[src/common/spi_pkg.sv]
// shared widths, encodings and the request record for the SPI master, imported by every RTL file
package spi_pkg;

  // command, address and data all travel as one 32-bit word
  localparam int word_w = 32;

  // transfer lengths are counted in bits
  localparam int len_w = 16;
  localparam int field_len_w = 6;

  localparam int div_w = 8;
  localparam int num_cs = 4;

  // bits moved per serial clock in quad operation
  localparam int quad_lanes = 4;

  typedef enum logic [1:0] {
    op_read       = 2'b00,
    op_write      = 2'b01,
    op_quad_read  = 2'b10,
    op_quad_write = 2'b11
  } spi_op_e;

  // pad direction as seen by the IO cells
  typedef enum logic [1:0] {
    mode_std      = 2'b00,
    mode_quad_out = 2'b01,
    mode_quad_in  = 2'b10
  } spi_mode_e;

  typedef enum logic [2:0] {
    ph_idle,
    ph_cmd,
    ph_addr,
    ph_data_out,
    ph_data_in
  } spi_phase_e;

  // cmd and addr are left aligned, a field of length L uses bits 31 down to 32-L
  typedef struct packed {
    spi_op_e                op;
    logic [word_w-1:0]      cmd;
    logic [field_len_w-1:0] cmd_len;
    logic [word_w-1:0]      addr;
    logic [field_len_w-1:0] addr_len;
    logic [len_w-1:0]       data_len;
    logic [num_cs-1:0]      cs_mask;
    logic [div_w-1:0]       clk_div;
  } spi_req_t;

endpackage

[src/rtl/spi_clkgen.sv]
// serial clock timer, toggles sclk every clk_div+1 cycles while enabled and flags each edge
module spi_clkgen
  import spi_pkg::*;
(
  input  logic             clk,
  input  logic             rstn,
  input  logic             en,
  input  logic [div_w-1:0] clk_div,
  output logic             sclk,
  output logic             sclk_rise,
  output logic             sclk_fall
);

  logic [div_w-1:0] cnt;
  logic             tick;

  // the strobes mark the cycle whose closing edge moves sclk
  assign tick      = en && (cnt == '0);
  assign sclk_rise = tick && !sclk;
  assign sclk_fall = tick && sclk;

  always_ff @(posedge clk or negedge rstn)
  begin
    if (!rstn)
    begin
      cnt  <= '0;
      sclk <= 1'b0;
    end
    else if (!en)
    begin
      // parked low with a full half period ready for the restart
      cnt  <= clk_div;
      sclk <= 1'b0;
    end
    else if (tick)
    begin
      cnt  <= clk_div;
      sclk <= !sclk;
    end
    else
      cnt <= cnt - 1'b1;
  end

endmodule

[src/spi_engine/spi_tx_shift.sv]
// outbound shifter, presents bits on sdo and advances on sclk falling strobes, one or four lanes
module spi_tx_shift
  import spi_pkg::*;
(
  input  logic                  clk,
  input  logic                  rstn,
  input  logic                  load,
  input  logic [len_w-1:0]      bits,
  input  logic [word_w-1:0]     word,
  input  logic                  word_valid,
  input  logic                  quad,
  input  logic                  tx_edge,
  output logic                  word_ready,
  output logic [quad_lanes-1:0] sdo,
  output logic                  done,
  output logic                  clk_en
);

  logic [word_w-1:0] shreg;
  logic [len_w-1:0]  cnt;
  logic [len_w-1:0]  word_left;
  logic [len_w-1:0]  step;
  logic              waiting;
  logic              shift;

  assign step       = quad ? len_w'(quad_lanes) : len_w'(1);
  assign shift      = tx_edge && (cnt != '0) && !waiting;
  assign word_ready = load || waiting;
  // the clock also holds while a fresh word settles on sdo
  assign clk_en     = (cnt != '0) && !waiting;

  // sdo3 carries the top bit of each nibble in quad mode
  assign sdo = quad ? shreg[word_w-1 -: quad_lanes] :
                      {{(quad_lanes-1){1'b0}}, shreg[word_w-1]};

  always_ff @(posedge clk or negedge rstn)
  begin
    if (!rstn)
    begin
      cnt       <= '0;
      word_left <= '0;
      waiting   <= 1'b0;
      done      <= 1'b0;
    end
    else
    begin
      done <= shift && (cnt == step);
      if (load)
      begin
        cnt       <= bits;
        word_left <= len_w'(word_w);
        waiting   <= !word_valid;
      end
      else if (waiting && word_valid)
      begin
        word_left <= len_w'(word_w);
        waiting   <= 1'b0;
      end
      else if (shift)
      begin
        cnt       <= cnt - step;
        word_left <= word_left - step;
        // a drained word with bits still to go waits for the next one
        waiting   <= (word_left == step) && (cnt != step);
      end
    end
  end

  always_ff @(posedge clk)
  begin
    if (word_ready && word_valid)
      shreg <= word;
    else if (shift)
      shreg <= quad ? (shreg << quad_lanes) : (shreg << 1);
  end

endmodule

[src/spi_engine/spi_rx_shift.sv]
// inbound shifter, samples sdi on sclk rising strobes and hands out 32-bit words
module spi_rx_shift
  import spi_pkg::*;
(
  input  logic                  clk,
  input  logic                  rstn,
  input  logic                  load,
  input  logic [len_w-1:0]      bits,
  input  logic                  quad,
  input  logic                  rx_edge,
  input  logic [quad_lanes-1:0] sdi,
  input  logic                  data_ready,
  output logic [word_w-1:0]     data,
  output logic                  data_valid,
  output logic                  done,
  output logic                  clk_en
);

  logic [len_w-1:0] cnt;
  logic [len_w-1:0] word_left;
  logic [len_w-1:0] step;
  logic             sample;

  assign step   = quad ? len_w'(quad_lanes) : len_w'(1);
  assign sample = rx_edge && (cnt != '0) && !data_valid;
  assign clk_en = (cnt != '0) && !data_valid;

  always_ff @(posedge clk or negedge rstn)
  begin
    if (!rstn)
    begin
      cnt        <= '0;
      word_left  <= '0;
      data_valid <= 1'b0;
      done       <= 1'b0;
    end
    else
    begin
      // the phase ends once the last word has been taken
      done <= data_valid && data_ready && (cnt == '0);
      if (load)
      begin
        cnt       <= bits;
        word_left <= len_w'(word_w);
      end
      else if (data_valid && data_ready)
        data_valid <= 1'b0;
      else if (sample)
      begin
        cnt        <= cnt - step;
        word_left  <= (word_left == step) ? len_w'(word_w) : word_left - step;
        data_valid <= (word_left == step) || (cnt == step);
      end
    end
  end

  // cleared per word so that a short last word comes out right aligned
  always_ff @(posedge clk)
  begin
    if (load || (data_valid && data_ready))
      data <= '0;
    else if (sample)
      data <= quad ? {data[word_w-quad_lanes-1:0], sdi} : {data[word_w-2:0], sdi[1]};
  end

endmodule

[src/spi_engine/spi_fsm.sv]
// transfer sequencer, walks command, address and data phases and drives chip select and pad mode
module spi_fsm
  import spi_pkg::*;
(
  input  logic              clk,
  input  logic              rstn,
  input  spi_req_t          req,
  input  logic              req_valid,
  input  logic [word_w-1:0] tx_data,
  input  logic              tx_valid,
  input  logic              tx_word_ready,
  input  logic              tx_done,
  input  logic              tx_clk_en,
  input  logic              rx_done,
  input  logic              rx_clk_en,
  output logic              req_ready,
  output logic              tx_ready,
  output logic              eot,
  output logic [num_cs-1:0] csn,
  output spi_mode_e         mode,
  output logic              clk_en,
  output logic [div_w-1:0]  clk_div,
  output logic              quad,
  output logic              tx_load,
  output logic [word_w-1:0] tx_word,
  output logic [len_w-1:0]  tx_bits,
  output logic              tx_word_valid,
  output logic              rx_load,
  output logic [len_w-1:0]  rx_bits
);

  spi_phase_e phase;
  spi_phase_e phase_nxt;
  spi_phase_e step_to;
  spi_phase_e data_phase;
  spi_phase_e after_cmd;
  spi_mode_e  mode_nxt;
  spi_req_t   req_q;
  spi_req_t   rq;
  logic       advance;
  logic       tx_fifo;

  // while idle the live request decides the first phase, later the latched copy
  assign rq        = (phase == ph_idle) ? req : req_q;
  assign quad      = (rq.op == op_quad_read) || (rq.op == op_quad_write);
  assign req_ready = (phase == ph_idle);
  assign clk_div   = rq.clk_div;
  assign rx_bits   = rq.data_len;

  always_comb
  begin
    if (rq.data_len == '0)
      data_phase = ph_idle;
    else if ((rq.op == op_read) || (rq.op == op_quad_read))
      data_phase = ph_data_in;
    else
      data_phase = ph_data_out;
    after_cmd = (rq.addr_len != '0) ? ph_addr : data_phase;
    advance   = 1'b0;
    step_to   = ph_idle;
    case (phase)
      ph_idle:
      begin
        advance = req_valid;
        step_to = (rq.cmd_len != '0) ? ph_cmd : after_cmd;
      end
      ph_cmd:
      begin
        advance = tx_done;
        step_to = after_cmd;
      end
      ph_addr:
      begin
        advance = tx_done;
        step_to = data_phase;
      end
      ph_data_out: advance = tx_done;
      ph_data_in:  advance = rx_done;
      default: ;
    endcase
    phase_nxt = advance ? step_to : phase;
  end

  // outbound word source, the stream is selected from the load of the data phase onwards
  always_comb
  begin
    tx_load = advance && ((step_to == ph_cmd) || (step_to == ph_addr) ||
                          (step_to == ph_data_out));
    rx_load = advance && (step_to == ph_data_in);
    tx_fifo = (phase == ph_data_out) || (advance && (step_to == ph_data_out));
    tx_word       = rq.addr;
    tx_bits       = len_w'(rq.addr_len);
    tx_word_valid = 1'b1;
    if (tx_fifo)
    begin
      tx_word       = tx_data;
      tx_bits       = rq.data_len;
      tx_word_valid = tx_valid;
    end
    else if (step_to == ph_cmd)
    begin
      tx_word = rq.cmd;
      tx_bits = len_w'(rq.cmd_len);
    end
  end

  assign tx_ready = tx_fifo && tx_word_ready;

  always_comb
  begin
    case (phase)
      ph_cmd, ph_addr, ph_data_out: clk_en = tx_clk_en;
      ph_data_in:                   clk_en = rx_clk_en;
      default:                      clk_en = 1'b0;
    endcase
    case (phase_nxt)
      ph_cmd, ph_addr, ph_data_out: mode_nxt = quad ? mode_quad_out : mode_std;
      ph_data_in:                   mode_nxt = quad ? mode_quad_in : mode_std;
      default:                      mode_nxt = mode_quad_in;
    endcase
  end

  always_ff @(posedge clk or negedge rstn)
  begin
    if (!rstn)
    begin
      phase <= ph_idle;
      mode  <= mode_quad_in;
      csn   <= '1;
      eot   <= 1'b0;
    end
    else
    begin
      phase <= phase_nxt;
      mode  <= mode_nxt;
      csn   <= (phase_nxt == ph_idle) ? '1 : ~rq.cs_mask;
      eot   <= advance && (step_to == ph_idle);
    end
  end

  always_ff @(posedge clk)
  begin
    if (req_valid && req_ready)
      req_q <= req;
  end

endmodule

[src/rtl/spi_master_top.sv]
// SPI master top level, connects the phase FSM, the clock timer and both shift registers
module spi_master_top
  import spi_pkg::*;
(
  input  logic                  clk,
  input  logic                  rstn,
  input  spi_req_t              req,
  input  logic                  req_valid,
  output logic                  req_ready,
  input  logic [word_w-1:0]     tx_data,
  input  logic                  tx_valid,
  output logic                  tx_ready,
  output logic [word_w-1:0]     rx_data,
  output logic                  rx_valid,
  input  logic                  rx_ready,
  output logic                  eot,
  output logic                  sclk,
  output logic [num_cs-1:0]     csn,
  output spi_mode_e             mode,
  output logic [quad_lanes-1:0] sdo,
  input  logic [quad_lanes-1:0] sdi
);

  logic              clk_en;
  logic [div_w-1:0]  clk_div;
  logic              sclk_rise;
  logic              sclk_fall;
  logic              quad;
  logic              tx_load;
  logic [word_w-1:0] tx_word;
  logic [len_w-1:0]  tx_bits;
  logic              tx_word_valid;
  logic              tx_word_ready;
  logic              tx_done;
  logic              tx_clk_en;
  logic              rx_load;
  logic [len_w-1:0]  rx_bits;
  logic              rx_done;
  logic              rx_clk_en;

  spi_fsm u_spi_fsm (
    .clk           (clk),
    .rstn          (rstn),
    .req           (req),
    .req_valid     (req_valid),
    .tx_data       (tx_data),
    .tx_valid      (tx_valid),
    .tx_word_ready (tx_word_ready),
    .tx_done       (tx_done),
    .tx_clk_en     (tx_clk_en),
    .rx_done       (rx_done),
    .rx_clk_en     (rx_clk_en),
    .req_ready     (req_ready),
    .tx_ready      (tx_ready),
    .eot           (eot),
    .csn           (csn),
    .mode          (mode),
    .clk_en        (clk_en),
    .clk_div       (clk_div),
    .quad          (quad),
    .tx_load       (tx_load),
    .tx_word       (tx_word),
    .tx_bits       (tx_bits),
    .tx_word_valid (tx_word_valid),
    .rx_load       (rx_load),
    .rx_bits       (rx_bits)
  );

  spi_clkgen u_spi_clkgen (
    .clk       (clk),
    .rstn      (rstn),
    .en        (clk_en),
    .clk_div   (clk_div),
    .sclk      (sclk),
    .sclk_rise (sclk_rise),
    .sclk_fall (sclk_fall)
  );

  spi_tx_shift u_spi_tx_shift (
    .clk        (clk),
    .rstn       (rstn),
    .load       (tx_load),
    .bits       (tx_bits),
    .word       (tx_word),
    .word_valid (tx_word_valid),
    .quad       (quad),
    .tx_edge    (sclk_fall),
    .word_ready (tx_word_ready),
    .sdo        (sdo),
    .done       (tx_done),
    .clk_en     (tx_clk_en)
  );

  spi_rx_shift u_spi_rx_shift (
    .clk        (clk),
    .rstn       (rstn),
    .load       (rx_load),
    .bits       (rx_bits),
    .quad       (quad),
    .rx_edge    (sclk_rise),
    .sdi        (sdi),
    .data_ready (rx_ready),
    .data       (rx_data),
    .data_valid (rx_valid),
    .done       (rx_done),
    .clk_en     (rx_clk_en)
  );

endmodule

[config.mk]
export PLATFORM = sky130hd
export DESIGN_NAME = spi_master_top
export DESIGN_NICKNAME = d
export VERILOG_FILES = /design/src/common/spi_pkg.sv /design/src/rtl/spi_clkgen.sv /design/src/spi_engine/spi_tx_shift.sv /design/src/spi_engine/spi_rx_shift.sv /design/src/spi_engine/spi_fsm.sv /design/src/rtl/spi_master_top.sv
export SDC_FILE = /design/constraint.sdc
export NUM_CORES = 1
export LEC_CHECK = 0
export BUFFER_PORTS_ARGS = -buffer_cell sky130_fd_sc_hd__buf_2
export CAP_MARGIN = 40
export CELL_PAD_IN_SITES_DETAIL_PLACEMENT = 0
export CELL_PAD_IN_SITES_GLOBAL_PLACEMENT = 1
export CORE_UTILIZATION = 44
export DETAILED_ROUTE_END_ITERATION = 8
export GPL_TIMING_DRIVEN = 0
export PLACE_DENSITY_LB_ADDON = 0.1
export SLEW_MARGIN = 20
export SYNTH_ARGS = -nofsm -noshare
export SYNTH_HDL_FRONTEND = slang
export SYNTH_SLANG_ARGS = --single-unit
export TNS_END_PERCENT = 5
[constraint.sdc]
create_clock -name clk -period 4.95 [get_ports clk]
set_clock_uncertainty 0.1 [all_clocks]
set_input_delay 0.2475 -clock clk [delete_from_list [all_inputs] [get_ports clk]]
set_output_delay 0.2475 -clock clk [all_outputs]
set_load 0.05 [all_outputs]
# After elaboration in Yosys (flattened, before gate mapping)
# Cells that the tools add are included.
[totals] latchBits=0 ff_bits=257 elab_cells=153 out_inout_bits=47 ram_bits=0 in_bits=147 mem_bits_ro=0 n_memories=0
[classes] n_addsub=5 shift=0 reduce_logical=54 div=0 bitwise_logic=2 mux=46 magnitude_cmp=0 n_eq_ne=22 multipliers=0
[op_table] op="$mux 16" n=14
[op_table] op="$mux 32" n=6
[op_table] op="$mux 106" n=1
[op_table] op="$eq 16x16->1" n=4
[op_table] op="$sub 16x16->16" n=4
[op_table] op="$logic_not 16->1" n=2
[op_table] op="$reduce_bool 16->1" n=2
[op_table] op="$logic_and 1x1->1" n=21
[op_table] op="$eq 3x2->1 const B" n=6
[op_table] op="$mux 3" n=6
[op_table] op="$mux 8" n=2
[op_table] op="$ne 16x16->1" n=1
[op_table] op="$reduce_bool 6->1" n=2
[op_table] op="$eq 3x1->1 const B" n=3
[op_table] op="$eq 3x3->1 const B" n=3
[op_table] op="$logic_not 3->1" n=3
[op_table] op="$mux 1" n=9
[op_table] op="$pmux 3 s3" n=1
[op_table] op="$logic_not 8->1" n=1
[op_table] op="$logic_or 1x1->1" n=8
[op_table] op="$mux 4" n=2
[op_table] op="$reduce_bool 2->1" n=4
[op_table] op="$sub 8x1->8 const B" n=1
[op_table] op="$mux 6" n=1
[op_table] op="14 further kinds" n=22

# Logic depth before layout (Yosys ltp)
# Gate-level depths: netlist of the first run.
[logic_depth] ltp_word=16 ltp_mapped=15 ltp_nobuf=11

# By module
# From an unflattened synthesis of the first run, not the netlist that was laid out.
[hier_totals] hier_cells=1283 hier_area_um2=12515.8
[modules_own_cells] mod="spi_fsm" cells_each=482 area_each_um2=4805.9 instances=1 seq_area_each_um2=2478.6
[modules_own_cells] mod="spi_tx_shift" cells_each=365 area_each_um2=3642.2 instances=1 seq_area_each_um2=1811.7
[modules_own_cells] mod="spi_rx_shift" cells_each=381 area_each_um2=3509.6 instances=1 seq_area_each_um2=1491.4
[modules_own_cells] mod="spi_clkgen" cells_each=55 area_each_um2=558.0 instances=1 seq_area_each_um2=225.2

# Least setup slack after synthesis of the first run
# No wires, ideal clock.
[synth_path] path_type="reg-to-reg" from="register u_spi_fsm.phase[0]" to="register u_spi_fsm.req_q[0] in the netlist's numbering (enable)" path_slack_ns=0.532 arrival_ns=3.878 synth_period_minus_slack_ns=4.418 path_stages_with_launch=7 cell_sequence="dfrtp_1 -> or3_1 -> buf_2 -> inv_2 -> buf_2 -> clkbuf_1 -> and2_1"
[synth_via] elab_chain_cells=2
[synth_lines] item="from (decl)" line_no="spi_fsm.sv:32" rtl="spi_phase_e phase;"
[synth_lines] item="from (signal assigned)" line_no="spi_fsm.sv:127" rtl="phase <= ph_idle;"
[synth_lines] item="from (signal assigned)" line_no="spi_fsm.sv:134" rtl="phase <= phase_nxt;"
[synth_lines] item="$logic_not 3->1" line_no="spi_fsm.sv:46" rtl="assign req_ready = (phase == ph_idle);"
[synth_lines] item="via req_ready" line_no="spi_master_top.sv:9" rtl="output logic req_ready,"
[synth_lines] item="$logic_and 1x1->1" line_no="spi_fsm.sv:143" rtl="if (req_valid && req_ready)"
[synth_lines] item="to (signal assigned)" line_no="spi_fsm.sv:144" rtl="req_q <= req;"
[synth_lines] item="to (decl)" line_no="spi_fsm.sv:38" rtl="spi_req_t req_q;"
# The timed path passes the listed nets, and every way through them passes these cells.
# A chain may end at the register's enable or synchronous reset.

# Final worst setup path of the first run
[layout_path] from="register u_spi_fsm.phase[2]" to="register u_spi_rx_shift.word_left[15]"
[layout_via] elab_chain_cells=13
[layout_lines] item="parallel branches: the longest is 13 deep, another holds $sub 16x16->16"
[layout_lines] item="to (signal assigned)" line_no="spi_rx_shift.sv:44" rtl="word_left <= len_w'(word_w);"
[layout_lines] item="to (signal assigned)" line_no="spi_rx_shift.sv:51" rtl="word_left <= (word_left == step) ? len_w'(word_w) : word_left - step;"
[layout_lines] item="to (decl)" line_no="spi_rx_shift.sv:20" rtl="logic [len_w-1:0] word_left;"
# Parallel ways; which one is timed is not known. The select of a mux whose other input is x is not followed.

==> results of run 1 <==
[sequential cells by signal, indices dropped and copies added (netlist names)]
signal,cells
u_spi_rx_shift.word_left,16
u_spi_tx_shift.done,1
u_spi_tx_shift.cnt,16
u_spi_rx_shift.data_valid,1
u_spi_rx_shift.cnt,16
u_spi_fsm.req_q,74
u_spi_rx_shift.done,1
u_spi_fsm.phase,3
u_spi_tx_shift.word_left,16
u_spi_fsm.csn,4
u_spi_rx_shift.data,32
u_spi_clkgen.sclk,1
u_spi_tx_shift.shreg,32
u_spi_clkgen.cnt,8
u_spi_fsm.mode,2
u_spi_fsm.eot,1
u_spi_tx_shift.waiting,1
[metrics by stage]
step / util [%] / setup TNS [ns]
global route: 57.8 / 0
finish: 57.8 / 0
floorplan: - / 0
CTS: 57.8 / 0
detailed placement: 50.5 / 0
global placement: 50.2 / -55.49
[report_power, final]
group / leakage (nW) / internal [mW] / switching, mW
Sequential: 2.35 / 2.58 / 0.361
Clock: 0.449 / 1.21 / 0.800
Combinational: 4.01 / 1.28 / 2.01
[cells by family (layout without fill, tap and decap cells)]
| logic type | after synthesis | count (layout) | share of synthesized area (%) |
|---|---|---|---|
| adders and majority gates | 13 | 13 | 1.34 |
| muxes | 166 | 166 | 13.7 |
| buffers and inverters | 94 | 450 | 3.62 |
| AOI/OAI and AO/OA | 237 | 237 | 12.3 |
| and+or+nand+nor | 457 | 457 | 17.6 |
| xor gates and xnor gates | 30 | 30 | 2.16 |
| other | 0 | 2 | 0 |
| DFF | 225 | 225 | 49.4 |
[worst max-delay path, stage by stage, from the launching register on]
cell,delay [ns]
dfrtp_1,0.48
or3_1,0.41
buf_2,0.24
mux2i_1,0.16
clkbuf_1,0.38
clkbuf_1,0.49
ha_1,0.39
a211oi_1,0.62
and3_1,0.31
nand2_1,0.09
or4_1,0.40
a21oi_1,0.15
[path summary, 6_finish.rpt]
| kind | end | start | slack (ns) | cells after the start |
|---|---|---|---|---|
| min in group asynchronous | u_spi_tx_shift.cnt[4] | rstn | 0.10 | 2 |
| worst min-delay path | u_spi_tx_shift.shreg[24] | tx_data[24] | 0.02 | 3 |
| worst min register to register | u_spi_clkgen.cnt[0] | u_spi_clkgen.cnt[0] | 0.39 | 1 |
| max in group asynchronous | u_spi_tx_shift.cnt[14] | rstn | 4.07 | 3 |
| worst max register to register | u_spi_rx_shift.word_left[15] | u_spi_fsm.phase[2] | 0.67 | 11 |
| worst max-delay path | u_spi_rx_shift.word_left[15] | u_spi_fsm.phase[2] | 0.67 | 11 |
[layout by cell type (no fill, tap or decap), types with 20 or more instances in the layout]
cell,n
buf_2,215
edfxtp_1,106
dlygate4sd3_1,106
nor4_1,22
inv_1,21
dfrtp_1,82
clkbuf_1,47
o21ai_0,37
clkbuf_16,28
mux2i_1,162
a31oi_1,39
nand2_1,124
dfxtp_1,32
nor2_1,189
nand3_1,20
nor3_1,24
a21oi_1,85
xor2_1,23
[cell type report]
| type | instances | area, um2 | share of cell area (%) |
|---|---|---|---|
| Antenna cell | 2 | 5.00 | 0.0320 |
| Buffer | 72 | 358 | 2.29 |
| Clock buffer | 46 | 848 | 5.43 |
| Clock inverter | 6 | 65.1 | 0.416 |
| Inverter | 22 | 82.6 | 0.528 |
| Multi-Input combinational cell | 903 | 5730 | 36.6 |
| Sequential cell | 225 | 6010 | 38.4 |
| Tap cell | 341 | 427 | 2.73 |
| Timing Repair Buffer | 304 | 2110 | 13.5 |
[what timing repair did]
item / in CTS / in global routing
resized for setup: 0 / 0
hold buffers: 106 / 0
hold endpoints to repair: 204 / 0
setup endpoints to repair: 0 / 0
[routing by layer]
metal	wire length, um	track usage (%)	vias to the layer above
met5	0	0	-
met4	957	8.10	0
met1	16900	35.1	5112
met2	16400	39.0	307
li1	-	-	5138
met3	1800	3.50	50
==> results.toml, run 1 <==
[global_route]
grt_first_pass_wirelength_um = 55500
antenna_found_initial = 2
overflow = 0
grtUsageTotal_pct = 24.8
grt_pass1_vias = 10200
grt_max_degree = 48

[placement]
globalplace.congestion = 0.850
portBuffers = 193
dp_hpwl_um = 25400
dp.cells = 1759
place_ws_ns = 0.558
post_dp_cell_area_um2 = 13600

[sta]
max_freq_ghz = 0.234
worstMarginPinSlew_ns = 0.803
finalSetupViolCount = 0
slew_violations = 0
finalHoldViolations = 0
slew-limit-headroom_pct = 46.0
fin_ws_ns = 0.673
grt_setup_unrepaired = "no"
finalCriticalPeriod_ns = 4.28
holdWs_ns = 0.0173
min_period_over_period_pct = 86.4

[final_layout]
final_cell_area_um2 = 15600
layout-drive-gt1-share_pct = 18.9
areaGrowthSynthToFinish_pct = 28.4
final_cells = 1921
layout.nets = 1716
num-fill-cells = 2389

[synth]
yosys-top-cells-count = "nor2_1, mux2i_1, nand2_1"
synth-edff-count = 106
ys.flop_type = "edfxtp_1"
syn-instance-count = 1222
syn-num-nets = 1382
ys_seq_area_share_pct = 49.4
synth_seq_cells = 225
synthTopCellsByArea = "edfxtp_1, dfrtp_1, mux2i_1"
synth_top_area_share_pct = 26.2
ys_warn_count = 0
yosysUniqueCellTypes = 79
syn-cell-area_um2 = 12200
yosysTopAreaCell = "edfxtp_1"
async_flop_share_pct = 38.7
synth_most_common_cell = "nor2_1"
avgSynthCellArea_um2 = 9.96

[worst_setup_path]
endpoint_kind = "register"
crit_arrival_ns = 4.66
criticalPathCategory = "reg -> reg"
crit_path_start_kind = "register"
required_ns = 5.33
cp_max_fo = 10

[pwr]
vdd_drop_max_mv = 0.304
p_leak_nw = 6.80
p_per_area_nw_per_um2 = 528
p_total_mw = 8.25

[routing]
route.antenna.remaining_nets = 0
vias = 10600
drt_first_pass_iters = 5
post_drt_wl_per_cell_um = 18.7
dr.first_iter.drc_count = 683
drc = 0
wl_um = 36000
via_per_inst = 5.52

[run]
maxCapViolCount = 0

[cts]
h-tree-depth = 1
tritoncts = "done"
cts_inserted_buffers = 28
clk_latency_ns = 0.55
clkTransAtPathRegs_ns = 0.06
cts_setup_buffers = 0
clk_path_buf_depth = 3
clockRootBuffer = "clkbuf_16"
cts_sinks = 225

[run_status]
status = "completed"

[floorplan]
start_util_pct = 45.0
die_x_um = 168
die_area_um2 = 28300
core_um2 = 27000
std_cell_rows = 60
die_height_um = 168
ios = 194

[hold_path]
min_path_type = "in -> reg"
No activity file was read; power rests on OpenSTA's default activity.
==> run 2: changes to the inputs <==
--- a/config.mk
+++ b/config.mk
@@ -18,2 +18,3 @@
 export SYNTH_HDL_FRONTEND = slang
+export SYNTH_HIERARCHICAL = 1
 export SYNTH_SLANG_ARGS = --single-unit
==> constraint.sdc (replaced) <==
create_clock -name clk -period 4.95 [get_ports clk]
set_clock_uncertainty 0.1 [all_clocks]
set_input_delay 0.99 -clock clk [delete_from_list [all_inputs] [get_ports clk]]
set_output_delay 0.99 -clock clk [all_outputs]
set_load 0.05 [all_outputs]
==> run 2 against run 1 <==
Effect of this change:
- final cell count down 0.47%
- synthesized cell count grew 5.0%
- sequential power up 6%
- flip-flop and latch count did not move
- die area up 2.8%
- global-route usage shrank 0.37 points
- power is 12% higher
- final area down 4.2%
- setup slack lost 0.39 ns
- wire length shrank 1.1%
- critical path type unchanged
==> results.toml, run 2 <==
[synth]
synth_compound_area_share_pct = 14.6
syn-instance-count = 1283
yosysUniqueCellTypes = 90
yosys-top-cells-count = "nand2_1, nor2_1, edfxtp_1"
synthAdderAreaFrac_pct = 1.40
ys_warn_count = 6
muxShareOfSynthArea_pct = 10.5
yosysTopAreaCell = "edfxtp_1"
synthTopCellsByArea = "edfxtp_1, dfrtp_1, nand2_1"
syn-num-nets = 1444
yosys.area_share.simple_pct = 19.9
synth_top_area_share_pct = 25.4
syn-cell-area_um2 = 12500
synth_most_common_cell = "nand2_1"
synth_seq_cells = 225
synth-edff-count = 106
synthXorXnorAreaFrac_pct = 1.96
ys_seq_area_share_pct = 48.0
avgSynthCellArea_um2 = 9.76
async_flop_share_pct = 38.7
synth_top_family_by_area = "simple AND/OR/NAND/NOR gates"
ys.flop_type = "edfxtp_1"

[floorplan]
die_height_um = 171
die_x_um = 171
start_util_pct = 44.9
core_um2 = 27900
die_area_um2 = 29100
std_cell_rows = 61
ios = 194

[worst_setup_path]
cp_num_buf_inv = 6
crit_path_start_kind = "register"
reg2reg_depth = 13
rrSetupSlack_ns = 0.28
endpoint_kind = "register"
crit_arrival_ns = 5.02
cp_max_fo = 10
slowest_delay_ns = 0.48
criticalPathCategory = "reg -> reg"
path_cells = "buf_6, or3_4, buf_2, mux2i_1, inv_1, clkbuf_1, clkbuf_1, inv_1, ha_1, a2111o_1, a2111o_1, or4_1, a31oi_1"
slowest_stage = "a2111o_1"
required_ns = 5.30
crit_family = "buffers and inverters"
rr_endpoint = "u_spi_tx_shift/cnt[13]"
reg2reg_from = "u_spi_fsm/phase[0]"

[global_route]
grtUsageTotal_pct = 24.4
antenna_found_initial = 6
grt_max_degree = 67
grt_first_pass_wirelength_um = 56000
overflow = 0
grt_pass1_vias = 10200

[routing]
vias = 10600
post_drt_wl_per_cell_um = 18.6
via_per_inst = 5.54
route.antenna.remaining_nets = 0
wl_um = 35600
dr.first_iter.drc_count = 865
drc = 0
drt_first_pass_iters = 5

[hold_path]
min_path_type = "in -> async"

[final_layout]
final_cells = 1912
areaGrowthSynthToFinish_pct = 19.6
reg.largest.list = "u_spi_fsm/req_q: 74 flops, u_spi_rx_shift/data: 32 flops, u_spi_tx_shift/shreg: 32 flops"
largest_reg_flops = 74
layout_common_cells = "nand2_1, buf_2, nor2_1"
final_cell_area_um2 = 15000
layout.nets = 1670
layout_commonest_cell = "nand2_1"
layout-drive-gt1-share_pct = 22.6
regMostFlops = "u_spi_fsm/req_q"

[cts]
tritoncts = "done"
postCtsHoldBufs = 0
clk_latency_ns = 0.53
h-tree-depth = 1
cts_inserted_buffers = 26
clkTransAtPathRegs_ns = 0.06
cts_sinks = 225
clockRootBuffer = "clkbuf_16"
cts_resized = 0
cts_setup_buffers = 0
clk_path_buf_depth = 3

[pwr]
p_per_area_nw_per_um2 = 618
vdd_drop_max_mv = 0.309
p_leak_nw = 6.29

[sta]
finalHoldViolations = 0
holdWs_ns = 0.212
slew-limit-headroom_pct = 44.4
worstMarginPinSlew_ns = 0.829
slew_violations = 0
max_freq_ghz = 0.214
finalCriticalPeriod_ns = 4.67
grt_setup_unrepaired = "yes"
min_period_over_period_pct = 94.2
finalSetupViolCount = 0

[run_status]
status = "completed"

[placement]
dp_hpwl_um = 26300
portBuffers = 193
globalplace.congestion = 0.882
dp.cells = 1859
post_dp_cell_area_um2 = 14100

[run]
maxCapViolCount = 0
## run 2: changes by cell type after synthesis, moves of 11 or more
cell	change
nand3_1	+11
nand2_1	+84
mux2_4	+38
or4_1	+13
clkbuf_1	+24
nor2_1	-42
a211oi_1	+20
o22a_1	-12
xor2_1	-11
mux2i_1	-97
and2_1	+12
a21oi_1	-16
buf_2	-18
nand2b_1	+13
## run 2: worst max-delay path by stage
stage | cells past startpoint | startpoint | end
2_1_floorplan | 10 | req[28] | u_spi_tx_shift/shreg[0]
3_3_place_gp | 12 | u_spi_tx_shift/cnt[8] | u_spi_tx_shift/shreg[16]
3_5_place_dp | 11 | req[69] | u_spi_tx_shift/shreg[7]
4_1_cts | 15 | u_spi_fsm/phase[0] | u_spi_rx_shift/word_left[7]
5_1_grt | 13 | u_spi_fsm/phase[0] | u_spi_tx_shift/cnt[13]
6_report | 13 | u_spi_fsm/phase[0] | u_spi_tx_shift/cnt[13]
## run 2: routing by layer
layer  vias up  wire [um]  track usage (%)
met1      5138      16200             34.8
met4         2        504             5.13
met3        35       2070             3.12
met5         -         11                0
met2       290      16900             39.7
li1       5137          -                -
## run 2: metrics by stage
stage | TNS [ns] | utilization [%] | worst slack (ns) | power [mW]
CTS | 0 | 53.7 | 0.172 | 9.30
global placement | -27.12 | 50.1 | -0.488 | 7.23
detailed placement | 0 | 50.5 | 0.0150 | 7.30
floorplan | 0 | - | 0.899 | 6.18
global route | -0.0154 | 53.7 | -0.0154 | 9.84
finish | 0 | 53.7 | 0.285 | 9.25
## run 2: power breakdown
part | total [mW] | switching (mW) | internal, mW
clock network | 1.96 | 0.785 | 1.18
logic | 4.18 | 2.59 | 1.59
registers | 3.11 | 0.457 | 2.65
## run 2: kinds of logic (layout without fill, tap and decap cells)
family | count (synthesis) | count (layout)
compound gates | 269 | 269
xor+xnor | 28 | 28
fa+ha+maj | 14 | 14
buf+inv | 104 | 350
flops | 225 | 225
mux | 111 | 111
other cells | 0 | 5
simple gates | 532 | 532
## run 2: worst register-to-register path, stage by stage (launching register included)
cell and delay, ns:
dfrtp_1 0.37, buf_6 0.13, or3_4 0.41, buf_2 0.21
mux2i_1 0.20, inv_1 0.11, clkbuf_1 0.32, clkbuf_1 0.46
inv_1 0.33, ha_1 0.44, a2111o_1 0.44, a2111o_1 0.48
or4_1 0.42, a31oi_1 0.17
## run 2: layout make-up
class | count | area, um2
Antenna cell | 5 | 12.5
Buffer | 73 | 334
Clock buffer | 34 | 754
Clock inverter | 14 | 125
Fill cell | 2600 | 12900
Inverter | 31 | 116
Multi-Input combinational cell | 954 | 6070
Sequential cell | 225 | 6010
Tap cell | 378 | 473
Timing Repair Buffer | 198 | 1070
